[config.mk]
export PLATFORM = sky130hd
export DESIGN_NAME = gf_alu_top
export DESIGN_NICKNAME = d
export VERILOG_FILES = /design/src/gf_alu_pkg.sv /design/src/alu_cmd_front.sv /design/src/gf_mac_array.sv /design/src/poly_eval_seq.sv /design/src/alu_result_stage.sv /design/src/gf_alu_top.sv
export VERILOG_INCLUDE_DIRS = /design/src
export SDC_FILE = /design/constraint.sdc
export NUM_CORES = 2
export LEC_CHECK = 0
export BUFFER_PORTS_ARGS = -buffer_cell sky130_fd_sc_hd__buf_4
export CORE_UTILIZATION = 55
export DETAILED_ROUTE_END_ITERATION = 10
export GPL_TIMING_DRIVEN = 0
export MAX_ROUTING_LAYER = met4
export PLACE_DENSITY = 0.74
export SETUP_SLACK_MARGIN = 0.3
export SLEW_MARGIN = 20
export SYNTH_ARGS = -nofsm -noshare
export SYNTH_HDL_FRONTEND = slang
export SYNTH_HIERARCHICAL = 1
export SYNTH_SLANG_ARGS = --single-unit
[constraint.sdc]
create_clock -name clk -period 12.79 [get_ports clk]
set_clock_uncertainty 0.1 [all_clocks]
set_input_delay 1.279 -clock clk [delete_from_list [all_inputs] [get_ports clk]]
set_output_delay 1.279 -clock clk [all_outputs]
set_load 0.1 [all_outputs]
[src/gf_alu_consts.svh]
// field widths, lane count, opcodes, reduction polynomial and MAC pipeline depth
`ifndef GF_ALU_CONSTS_SVH
`define GF_ALU_CONSTS_SVH

// field element and vector geometry
`define GF_M        16
`define GF_LANES    9
`define GF_VEC_W    144

// low terms of x^16+x^5+x^3+x^2+1
`define GF_POLY     16'h002d

// latency of one multiply-add lane
`define MAC_STAGES  3

// opcodes on alu_typ_sel
`define ALU_TYP_W   4
`define OP_ADD      4'd1
`define OP_MUL      4'd3
`define OP_GT       4'd4
`define OP_RSHIFT   4'd8
`define OP_EVAL     4'd9

`endif

[src/gf_alu_pkg.sv]
// field element type, two-view vector union and opcode enumeration
`include "gf_alu_consts.svh"

package gf_alu_pkg;

	// one GF(2^16) element
	typedef logic [`GF_M-1:0] gf_elem_t;

	// one operand or result word
	// flat view for xor and shift, lane view for per-element work
	// lane 0 sits in the most significant bits
	typedef union packed {
		logic [`GF_VEC_W-1:0] flat;
		gf_elem_t [0:`GF_LANES-1] lanes;
	} gf_vec_u;

	// supported operations
	typedef enum logic [`ALU_TYP_W-1:0] {
		op_add    = `OP_ADD,
		op_mul    = `OP_MUL,
		op_gt     = `OP_GT,
		op_rshift = `OP_RSHIFT,
		op_eval   = `OP_EVAL
	} alu_op_e;

endpackage

[src/alu_cmd_front.sv]
// command front end with operand capture, opcode decode, start routing and busy flag
`timescale 1ns/10ps

module alu_cmd_front (
	input  logic                clk,
	input  logic                rst_b,
	input  logic                alu_o_sel,
	input  logic                alu_t_sel,
	input  gf_alu_pkg::alu_op_e alu_typ_sel,
	input  gf_alu_pkg::gf_vec_u alu_o_dat,
	input  gf_alu_pkg::gf_vec_u alu_t_dat,
	input  logic                compute_done,
	output gf_alu_pkg::gf_vec_u opnd_o,
	output gf_alu_pkg::gf_vec_u opnd_t,
	output gf_alu_pkg::alu_op_e op_typ,
	output logic                op_start,
	output logic                eval_start
);

	logic busy;
	logic known_op;
	logic accept;

	// only the five kept opcodes start anything
	always_comb begin
		case (alu_typ_sel)
			gf_alu_pkg::op_add, gf_alu_pkg::op_mul, gf_alu_pkg::op_gt,
			gf_alu_pkg::op_rshift, gf_alu_pkg::op_eval: known_op = 1'b1;
			default: known_op = 1'b0;
		endcase
	end

	assign accept = alu_o_sel & alu_t_sel & ~busy & known_op;

	always_ff @(posedge clk) begin
		if (accept) begin
			opnd_o <= alu_o_dat;
			opnd_t <= alu_t_dat;
		end
	end

	always_ff @(posedge clk or negedge rst_b) begin
		if (!rst_b) begin
			busy       <= 1'b0;
			op_typ     <= gf_alu_pkg::op_add;
			op_start   <= 1'b0;
			eval_start <= 1'b0;
		end else begin
			// eval goes to the sequencer, all else to the result stage
			op_start   <= accept && (alu_typ_sel != gf_alu_pkg::op_eval);
			eval_start <= accept && (alu_typ_sel == gf_alu_pkg::op_eval);
			if (accept) begin
				busy   <= 1'b1;
				op_typ <= alu_typ_sel;
			end else if (compute_done) begin
				busy <= 1'b0;
			end
		end
	end

endmodule

[src/gf_mac_array.sv]
// nine pipelined GF(2^16) multiply-add lanes computing a*b+c
`timescale 1ns/10ps
`include "gf_alu_consts.svh"

module gf_mac_array (
	input  logic                clk,
	input  logic                rst_b,
	input  gf_alu_pkg::gf_vec_u mac_a,
	input  gf_alu_pkg::gf_vec_u mac_b,
	input  gf_alu_pkg::gf_vec_u mac_c,
	output gf_alu_pkg::gf_vec_u mac_r
);

	gf_alu_pkg::gf_elem_t r_q [0:`GF_LANES-1];

	// carry-less product, 31 bits wide
	function automatic logic [2*`GF_M-2:0] clmul(input gf_alu_pkg::gf_elem_t a,
			input gf_alu_pkg::gf_elem_t b);
		logic [2*`GF_M-2:0] p;
		p = '0;
		for (int i = 0; i < `GF_M; i++) begin
			if (b[i])
				p = p ^ ({{(`GF_M-1){1'b0}}, a} << i);
		end
		return p;
	endfunction

	// fold the high terms back using x^16 = x^5+x^3+x^2+1
	function automatic gf_alu_pkg::gf_elem_t reduce(input logic [2*`GF_M-2:0] p_in);
		logic [2*`GF_M-2:0] p;
		logic [2*`GF_M-2:0] f;
		p = p_in;
		f = {{(`GF_M-2){1'b0}}, 1'b1, `GF_POLY};
		for (int i = 2*`GF_M-2; i >= `GF_M; i--) begin
			if (p[i])
				p = p ^ (f << (i - `GF_M));
		end
		return p[`GF_M-1:0];
	endfunction

	for (genvar g = 0; g < `GF_LANES; g++) begin : g_lane
		logic [2*`GF_M-2:0]   prod_q;
		gf_alu_pkg::gf_elem_t red_q;
		gf_alu_pkg::gf_elem_t c_d1;
		gf_alu_pkg::gf_elem_t c_d2;

		always_ff @(posedge clk or negedge rst_b) begin
			if (!rst_b) begin
				prod_q <= '0;
				red_q  <= '0;
				c_d1   <= '0;
				c_d2   <= '0;
				r_q[g] <= '0;
			end else begin
				prod_q <= clmul(mac_a.lanes[g], mac_b.lanes[g]);
				c_d1   <= mac_c.lanes[g];
				red_q  <= reduce(prod_q);
				c_d2   <= c_d1;
				r_q[g] <= red_q ^ c_d2;
			end
		end
	end

	always_comb begin
		for (int i = 0; i < `GF_LANES; i++)
			mac_r.lanes[i] = r_q[i];
	end

endmodule

[src/poly_eval_seq.sv]
// Horner evaluation sequencer driving MAC lane 0 for the EVAL operation
`timescale 1ns/10ps
`include "gf_alu_consts.svh"

module poly_eval_seq (
	input  logic                 clk,
	input  logic                 rst_b,
	input  logic                 eval_start,
	input  gf_alu_pkg::gf_vec_u  opnd_o,
	input  gf_alu_pkg::gf_vec_u  opnd_t,
	input  gf_alu_pkg::gf_elem_t mac_lane0,
	output logic                 eval_active,
	output gf_alu_pkg::gf_elem_t eval_a,
	output gf_alu_pkg::gf_elem_t eval_b,
	output gf_alu_pkg::gf_elem_t eval_c,
	output logic                 eval_done,
	output gf_alu_pkg::gf_elem_t eval_value
);

	localparam int STEP_W = $clog2(`GF_LANES);
	localparam int WAIT_W = $clog2(`MAC_STAGES + 1);

	gf_alu_pkg::gf_elem_t acc;
	logic [STEP_W-1:0]    step;
	logic [WAIT_W-1:0]    wait_cnt;
	logic                 step_ready;

	// acc * point + next coefficient, held steady for the whole step
	assign eval_a = acc;
	assign eval_b = opnd_t.lanes[`GF_LANES-1];
	assign eval_c = opnd_o.lanes[step];

	assign eval_value = acc;

	// lane 0 output reflects this step's inputs once the pipe has filled
	assign step_ready = eval_active && (wait_cnt == WAIT_W'(`MAC_STAGES));

	// ============================================================================
	// step control
	// ============================================================================
	always_ff @(posedge clk or negedge rst_b) begin
		if (!rst_b) begin
			eval_active <= 1'b0;
			eval_done   <= 1'b0;
			acc         <= '0;
			step        <= '0;
			wait_cnt    <= '0;
		end else begin
			eval_done <= 1'b0;
			if (eval_start) begin
				eval_active <= 1'b1;
				acc         <= opnd_o.lanes[0];
				step        <= STEP_W'(1);
				wait_cnt    <= '0;
			end else if (step_ready) begin
				acc      <= mac_lane0;
				wait_cnt <= '0;
				if (step == STEP_W'(`GF_LANES - 1)) begin
					// constant term folded in, value is final
					eval_active <= 1'b0;
					eval_done   <= 1'b1;
				end else begin
					step <= step + 1'b1;
				end
			end else if (eval_active) begin
				wait_cnt <= wait_cnt + 1'b1;
			end
		end
	end

endmodule

[src/alu_result_stage.sv]
// single-cycle ops, MAC input muxing, MUL latency tracking, result and done registers
`timescale 1ns/10ps
`include "gf_alu_consts.svh"

module alu_result_stage (
	input  logic                 clk,
	input  logic                 rst_b,
	input  logic                 op_start,
	input  gf_alu_pkg::alu_op_e  op_typ,
	input  gf_alu_pkg::gf_vec_u  opnd_o,
	input  gf_alu_pkg::gf_vec_u  opnd_t,
	input  gf_alu_pkg::gf_vec_u  mac_r,
	input  logic                 eval_active,
	input  gf_alu_pkg::gf_elem_t eval_a,
	input  gf_alu_pkg::gf_elem_t eval_b,
	input  gf_alu_pkg::gf_elem_t eval_c,
	input  logic                 eval_done,
	input  gf_alu_pkg::gf_elem_t eval_value,
	output gf_alu_pkg::gf_vec_u  mac_a,
	output gf_alu_pkg::gf_vec_u  mac_b,
	output gf_alu_pkg::gf_vec_u  mac_c,
	output gf_alu_pkg::gf_vec_u  alu_r_dat1,
	output gf_alu_pkg::gf_vec_u  alu_r_dat2,
	output logic                 compute_done
);

	logic [`MAC_STAGES-1:0] mul_v;
	logic                   mul_go;
	logic                   quick_go;
	logic                   t_gt_o;

	assign mul_go   = op_start && (op_typ == gf_alu_pkg::op_mul);
	assign quick_go = op_start && (op_typ != gf_alu_pkg::op_mul);

	// unsigned compare of the low elements
	assign t_gt_o = opnd_t.lanes[`GF_LANES-1] > opnd_o.lanes[`GF_LANES-1];

	// ============================================================================
	// array inputs
	// ============================================================================
	always_comb begin
		// scalar multiply by t lane 8 on every lane
		mac_a = opnd_o;
		for (int i = 0; i < `GF_LANES; i++)
			mac_b.lanes[i] = opnd_t.lanes[`GF_LANES-1];
		mac_c.flat = '0;
		if (eval_active) begin
			mac_a.lanes[0] = eval_a;
			mac_b.lanes[0] = eval_b;
			mac_c.lanes[0] = eval_c;
		end
	end

	// ============================================================================
	// results
	// ============================================================================
	always_ff @(posedge clk or negedge rst_b) begin
		if (!rst_b) begin
			mul_v        <= '0;
			compute_done <= 1'b0;
			alu_r_dat1   <= '0;
			alu_r_dat2   <= '0;
		end else begin
			mul_v        <= {mul_v[`MAC_STAGES-2:0], mul_go};
			compute_done <= quick_go | mul_v[`MAC_STAGES-1] | eval_done;
			if (quick_go) begin
				alu_r_dat2.flat <= '0;
				case (op_typ)
					gf_alu_pkg::op_add:
						alu_r_dat1.flat <= opnd_o.flat ^ opnd_t.flat;
					gf_alu_pkg::op_gt:
						alu_r_dat1.flat <= {t_gt_o, {(`GF_VEC_W-1){1'b0}}};
					gf_alu_pkg::op_rshift: begin
						alu_r_dat1.flat <= {{`GF_M{1'b0}}, opnd_o.flat[`GF_VEC_W-1:`GF_M]};
						alu_r_dat2.flat <= {opnd_o.lanes[`GF_LANES-1],
							{(`GF_VEC_W-`GF_M){1'b0}}};
					end
					default:
						alu_r_dat1.flat <= '0;
				endcase
			end else if (mul_v[`MAC_STAGES-1]) begin
				alu_r_dat1 <= mac_r;
				alu_r_dat2 <= '0;
			end else if (eval_done) begin
				// value lands in lane 8
				alu_r_dat1.flat <= {{(`GF_VEC_W-`GF_M){1'b0}}, eval_value};
				alu_r_dat2      <= '0;
			end
		end
	end

endmodule

[src/gf_alu_top.sv]
// top level of the GF(2^16) vector unit, wiring front end, MAC array, sequencer, result stage
`timescale 1ns/10ps

module gf_alu_top (
	input  logic                 clk,
	input  logic                 rst_b,
	input  logic                 alu_o_sel,
	input  logic                 alu_t_sel,
	input  gf_alu_pkg::alu_op_e  alu_typ_sel,
	input  gf_alu_pkg::gf_vec_u  alu_o_dat,
	input  gf_alu_pkg::gf_vec_u  alu_t_dat,
	output gf_alu_pkg::gf_vec_u  alu_r_dat1,
	output gf_alu_pkg::gf_vec_u  alu_r_dat2,
	output logic                 compute_done
);

	gf_alu_pkg::gf_vec_u  opnd_o;
	gf_alu_pkg::gf_vec_u  opnd_t;
	gf_alu_pkg::alu_op_e  op_typ;
	logic                 op_start;
	logic                 eval_start;
	gf_alu_pkg::gf_vec_u  mac_a;
	gf_alu_pkg::gf_vec_u  mac_b;
	gf_alu_pkg::gf_vec_u  mac_c;
	gf_alu_pkg::gf_vec_u  mac_r;
	logic                 eval_active;
	gf_alu_pkg::gf_elem_t eval_a;
	gf_alu_pkg::gf_elem_t eval_b;
	gf_alu_pkg::gf_elem_t eval_c;
	logic                 eval_done;
	gf_alu_pkg::gf_elem_t eval_value;

	alu_cmd_front u_front (
		.clk(clk), .rst_b(rst_b),
		.alu_o_sel(alu_o_sel), .alu_t_sel(alu_t_sel), .alu_typ_sel(alu_typ_sel),
		.alu_o_dat(alu_o_dat), .alu_t_dat(alu_t_dat), .compute_done(compute_done),
		.opnd_o(opnd_o), .opnd_t(opnd_t), .op_typ(op_typ),
		.op_start(op_start), .eval_start(eval_start)
	);

	gf_mac_array u_mac (
		.clk(clk), .rst_b(rst_b),
		.mac_a(mac_a), .mac_b(mac_b), .mac_c(mac_c), .mac_r(mac_r)
	);

	poly_eval_seq u_eval (
		.clk(clk), .rst_b(rst_b), .eval_start(eval_start),
		.opnd_o(opnd_o), .opnd_t(opnd_t), .mac_lane0(mac_r.lanes[0]),
		.eval_active(eval_active), .eval_a(eval_a), .eval_b(eval_b), .eval_c(eval_c),
		.eval_done(eval_done), .eval_value(eval_value)
	);

	alu_result_stage u_result (
		.clk(clk), .rst_b(rst_b), .op_start(op_start), .op_typ(op_typ),
		.opnd_o(opnd_o), .opnd_t(opnd_t), .mac_r(mac_r),
		.eval_active(eval_active), .eval_a(eval_a), .eval_b(eval_b), .eval_c(eval_c),
		.eval_done(eval_done), .eval_value(eval_value),
		.mac_a(mac_a), .mac_b(mac_b), .mac_c(mac_c),
		.alu_r_dat1(alu_r_dat1), .alu_r_dat2(alu_r_dat2), .compute_done(compute_done)
	);

endmodule

==> flow_metrics.env <==
export IMPL_ys_types=62
export IMPL_final_seq_area_sq_um=34900
export IMPL_synth_area_leaders="dfrtp_1, xnor2_1, nand2_1"
export IMPL_drtAntennaViolNets=0
export IMPL_grt_max_degree=156
export IMPL_critPathMostFrequentCell="buf_4"
export IMPL_min_path_cells=0
export IMPL_synth_top_area_share_pct=31.8
export IMPL_sw_frac_of_total_pct=39.8
export IMPL_rows=141
export IMPL_area_growth_pct=15.4
export IMPL_cts_sinks=1338
export IMPL_r2r_cells=6
export IMPL_hold_start="u_mac/g_lane[5].c_d1[5]$_DFF_PN0_"
export IMPL_vdd_drop_max_uv=175
export IMPL_crit_path_start_kind="primary input"
export IMPL_totalWireLength_microns=284000
export IMPL_worstSkewPairLatency_ns=0.81
export IMPL_fin_crit_sh_pct=30.5
export IMPL_viasPerCell=5.30
export IMPL_max_cap_violations=0
export IMPL_synthArstFlopShare_pct=78.5
export IMPL_grt_pass1_vias=58431
export IMPL_core_area_sq_um=148000
export IMPL_cp_max_fo=13
export IMPL_postCtsHoldBufs=0
export IMPL_synth_ff_type="dfrtp_1"
export IMPL_wire_per_inst_microns=24.7
export IMPL_startpoint="alu_typ_sel[1]"
export IMPL_p_seq_share_pct=35.7
export IMPL_cp_cell_sequence="buf_4, o21bai_2, a2111oi_4, buf_4, buf_6, buf_4, buf_4, buf_4, buf_4, buf_6, buf_4, buf_6"
export IMPL_rsz0062_at_grt="no"
export IMPL_clk_path_buf_depth=3
export IMPL_rrSetupSlack_ns=9.03
export IMPL_setup_tns_ns=0
export IMPL_required_ns=13.20
export IMPL_vias=61081
export IMPL_ctsRootBufferMaster="clkbuf_16"
export IMPL_fp_dieH_microns=389
export IMPL_p_per_area_nw_per_um2=188
export IMPL_initial_core_util_pct=55.6
export IMPL_r2r_start="u_front/op_typ[2]$_DFFE_PN0P_"
export IMPL_cts_resized=0
export IMPL_critPathKind="in2reg"
export IMPL_slew_viol_final=0
export IMPL_gp_congestion=1.03
export IMPL_status="finished, final reports clean"
export IMPL_slowest_delay_ns=0.67
export IMPL_fin_nets=9696
export IMPL_final_area_sq_um=95200
export IMPL_intPower_w=0.0108
export IMPL_synth_seq_cells=1338
export IMPL_io_pins=585
export IMPL_final_layout_size_suffix_gt1_share_pct=21.1
export IMPL_remaining_drc_errors=0
export IMPL_hold_violations=0
export IMPL_crit_arrival_ns=4.31
export IMPL_r2r_end="u_result/alu_r_dat1[124]$_DFFE_PN0P_"
export IMPL_combPwrFrac_pct=40.1
export IMPL_fillers=12038
export IMPL_min_path_type="reg2reg"
export IMPL_synth_edf_count=288
export IMPL_finalSetupViolations=0
export IMPL_yosysSeqAreaShare_pct=42.3
export IMPL_slowest_stage="a2111oi_4"
export IMPL_p_leak_nw=41.0
export IMPL_first_pass_iters=8
export IMPL_drt_iter0_drc=7025
export IMPL_tightest_slew_ns=1.16
export IMPL_post_cts_buffers=0
export IMPL_yosys_cell_count_top_type="nand2_1"
export IMPL_dpl_cell_area_sq_um=90200
export IMPL_hold_end="u_mac/g_lane[5].c_d2[5]$_DFF_PN0_"
export IMPL_fmax_ghz=0.256
export IMPL_cts_inserted_buffers=143
export IMPL_multiInputGateArea_sq_um=39800
export IMPL_utilization_pct=64.2
export IMPL_port_buffers=456
export IMPL_ys_warn_count=6
export IMPL_p_clk_share_pct=24.2
export IMPL_die_w_microns=389
export IMPL_synth_cells=8469
export IMPL_crit_path_end_kind="register"
export IMPL_grt_usage_pct=38.2
export IMPL_p_sw_w=0.00711
export IMPL_hpwl_microns=214000
export IMPL_grt_ovfl_total=0
export IMPL_dieArea_sq_um=152000
export IMPL_synth_area_sq_um=82600
export IMPL_clk_pin_slew_ns=0.06
export IMPL_fin_total_pwr_w=0.0179
export IMPL_cts_tree="built"
export IMPL_period_minus_slack_ns=3.90
export IMPL_antenna_found_initial=18
export IMPL_grt_pass1_wl_microns=406000
export IMPL_yosysTopAreaCell="dfrtp_1"
export IMPL_synthTopCellsByCount="nand2_1, xnor2_1, dfrtp_1"
export IMPL_htreeDepth=4
export IMPL_maxSlewHeadroom_pct=22.6
export IMPL_syn_area_per_cell_sq_um=9.75
==> metal layers <==
metal / up-vias / routed length (microns) / track usage (%)
met1: 29899 / 118000 / 51.9
met3: 581 / 28100 / 8.24
met4: 0 / 14200 / 16.8
met5: - / 0 / -
met2: 3292 / 124000 / 55.0
li1: 27309 / - / -
==> layout by cell type (no fill, tap or decap), types with 17 or more instances in the layout <==
cell type	count
buf_6	104
inv_1	22
a22oi_1	225
clkbuf_1	92
buf_8	18
buf_2	168
xor2_1	868
mux2i_1	17
o31ai_1	17
o21ai_0	131
o21ai_1	20
edfxtp_1	288
clkinv_2	20
ha_1	19
dfrtp_1	1049
clkbuf_16	145
mux2_2	67
and2_1	36
conb_1	256
nor2_1	75
xnor2_1	1895
buf_4	1294
nand2_1	2341
clkbuf_2	74
a21oi_1	17
==> logic make-up (layout without fill, tap and decap cells) <==
family,Yosys count,count (layout),synth area share [%]
buffers and inverters,1254,2031,10.7
muxes,100,100,1.56
xor gates and xnor gates,2771,2771,29.5
other,1,270,0.00454
DFF,1338,1338,42.3
AOI/OAI and AO/OA,488,488,4.05
adders and majority gates,19,19,0.288
and+or+nand+nor,2498,2498,11.7
==> sequential cells by signal (all words and copies together), names as in the netlist, 2 cells and up <==
register / flops
u_front/opnd_t: 144
u_result/mul_v: 3
u_mac/g_lane.c_d2: 144
u_result/alu_r_dat2: 16
u_eval/eval_a: 16
u_mac/g_lane.c_d1: 144
u_result/alu_r_dat1: 144
u_mac/g_lane.prod_q: 279
u_front/op_typ: 4
u_front/opnd_o: 144
u_eval/step: 4
u_mac/g_lane.red_q: 144
u_mac/mac_r: 144
u_eval/wait_cnt: 2
==> worst max-delay path, delay by kind of cell <==
| family | cells | cell delay [ns] |
|---|---|---|
| AOI/OAI and AO/OA | 2 | 0.88 |
| buffers and inverters | 10 | 2.12 |
==> cell type report <==
cell class              count  share of cell area [%]
clock buffers             192                    4.16
plain buffers            1231                    9.15
diodes                     14                  0.0368
repair buffers            512                    4.42
well taps                2002                    2.63
clock inverters            73                    1.05
multi-input cells        6132                    41.8
inverters                  23                  0.0906
flip-flops and latches   1338                    36.7
==> per-stage QoR <==
step	hold WS, ns	setup slack [ns]	cells
6_report	0.220	8.89	11517
3_3_place_gp	0.231	-4.51	11182
3_5_place_dp	0.235	8.08	11238
4_1_cts	0.214	8.94	11503
5_1_grt	0.229	8.81	11510
2_1_floorplan	0.231	0.431	8724
==> worst max-delay path by stage <==
stage                                    end  slack, ns  cells past startpoint
2_1_floorplan  u_front/op_typ[0]$_DFFE_PN1P_       0.43                      3
3_3_place_gp   u_front/op_typ[0]$_DFFE_PN1P_      -4.51                      4
3_5_place_dp    u_front/opnd_t[18]$_DFFE_PP_       8.08                     12
4_1_cts         u_front/opnd_o[35]$_DFFE_PP_       8.94                     12
5_1_grt         u_front/opnd_o[18]$_DFFE_PP_       8.81                     12
6_report        u_front/opnd_o[19]$_DFFE_PP_       8.89                     12
==> power groups by stage <==
stage | registers, W | logic (W) | clock network, W
2_1_floorplan | 0.00733 | 0.00414 | 0
3_5_place_dp | 0.00642 | 0.00707 | 0
4_1_cts | 0.00636 | 0.00712 | 0.00439
6_report | 0.00638 | 0.00718 | 0.00433
3_3_place_gp | 0.00645 | 0.00697 | 0
5_1_grt | 0.00644 | 0.00756 | 0.00456
No activity file was read; power rests on OpenSTA's default activity.
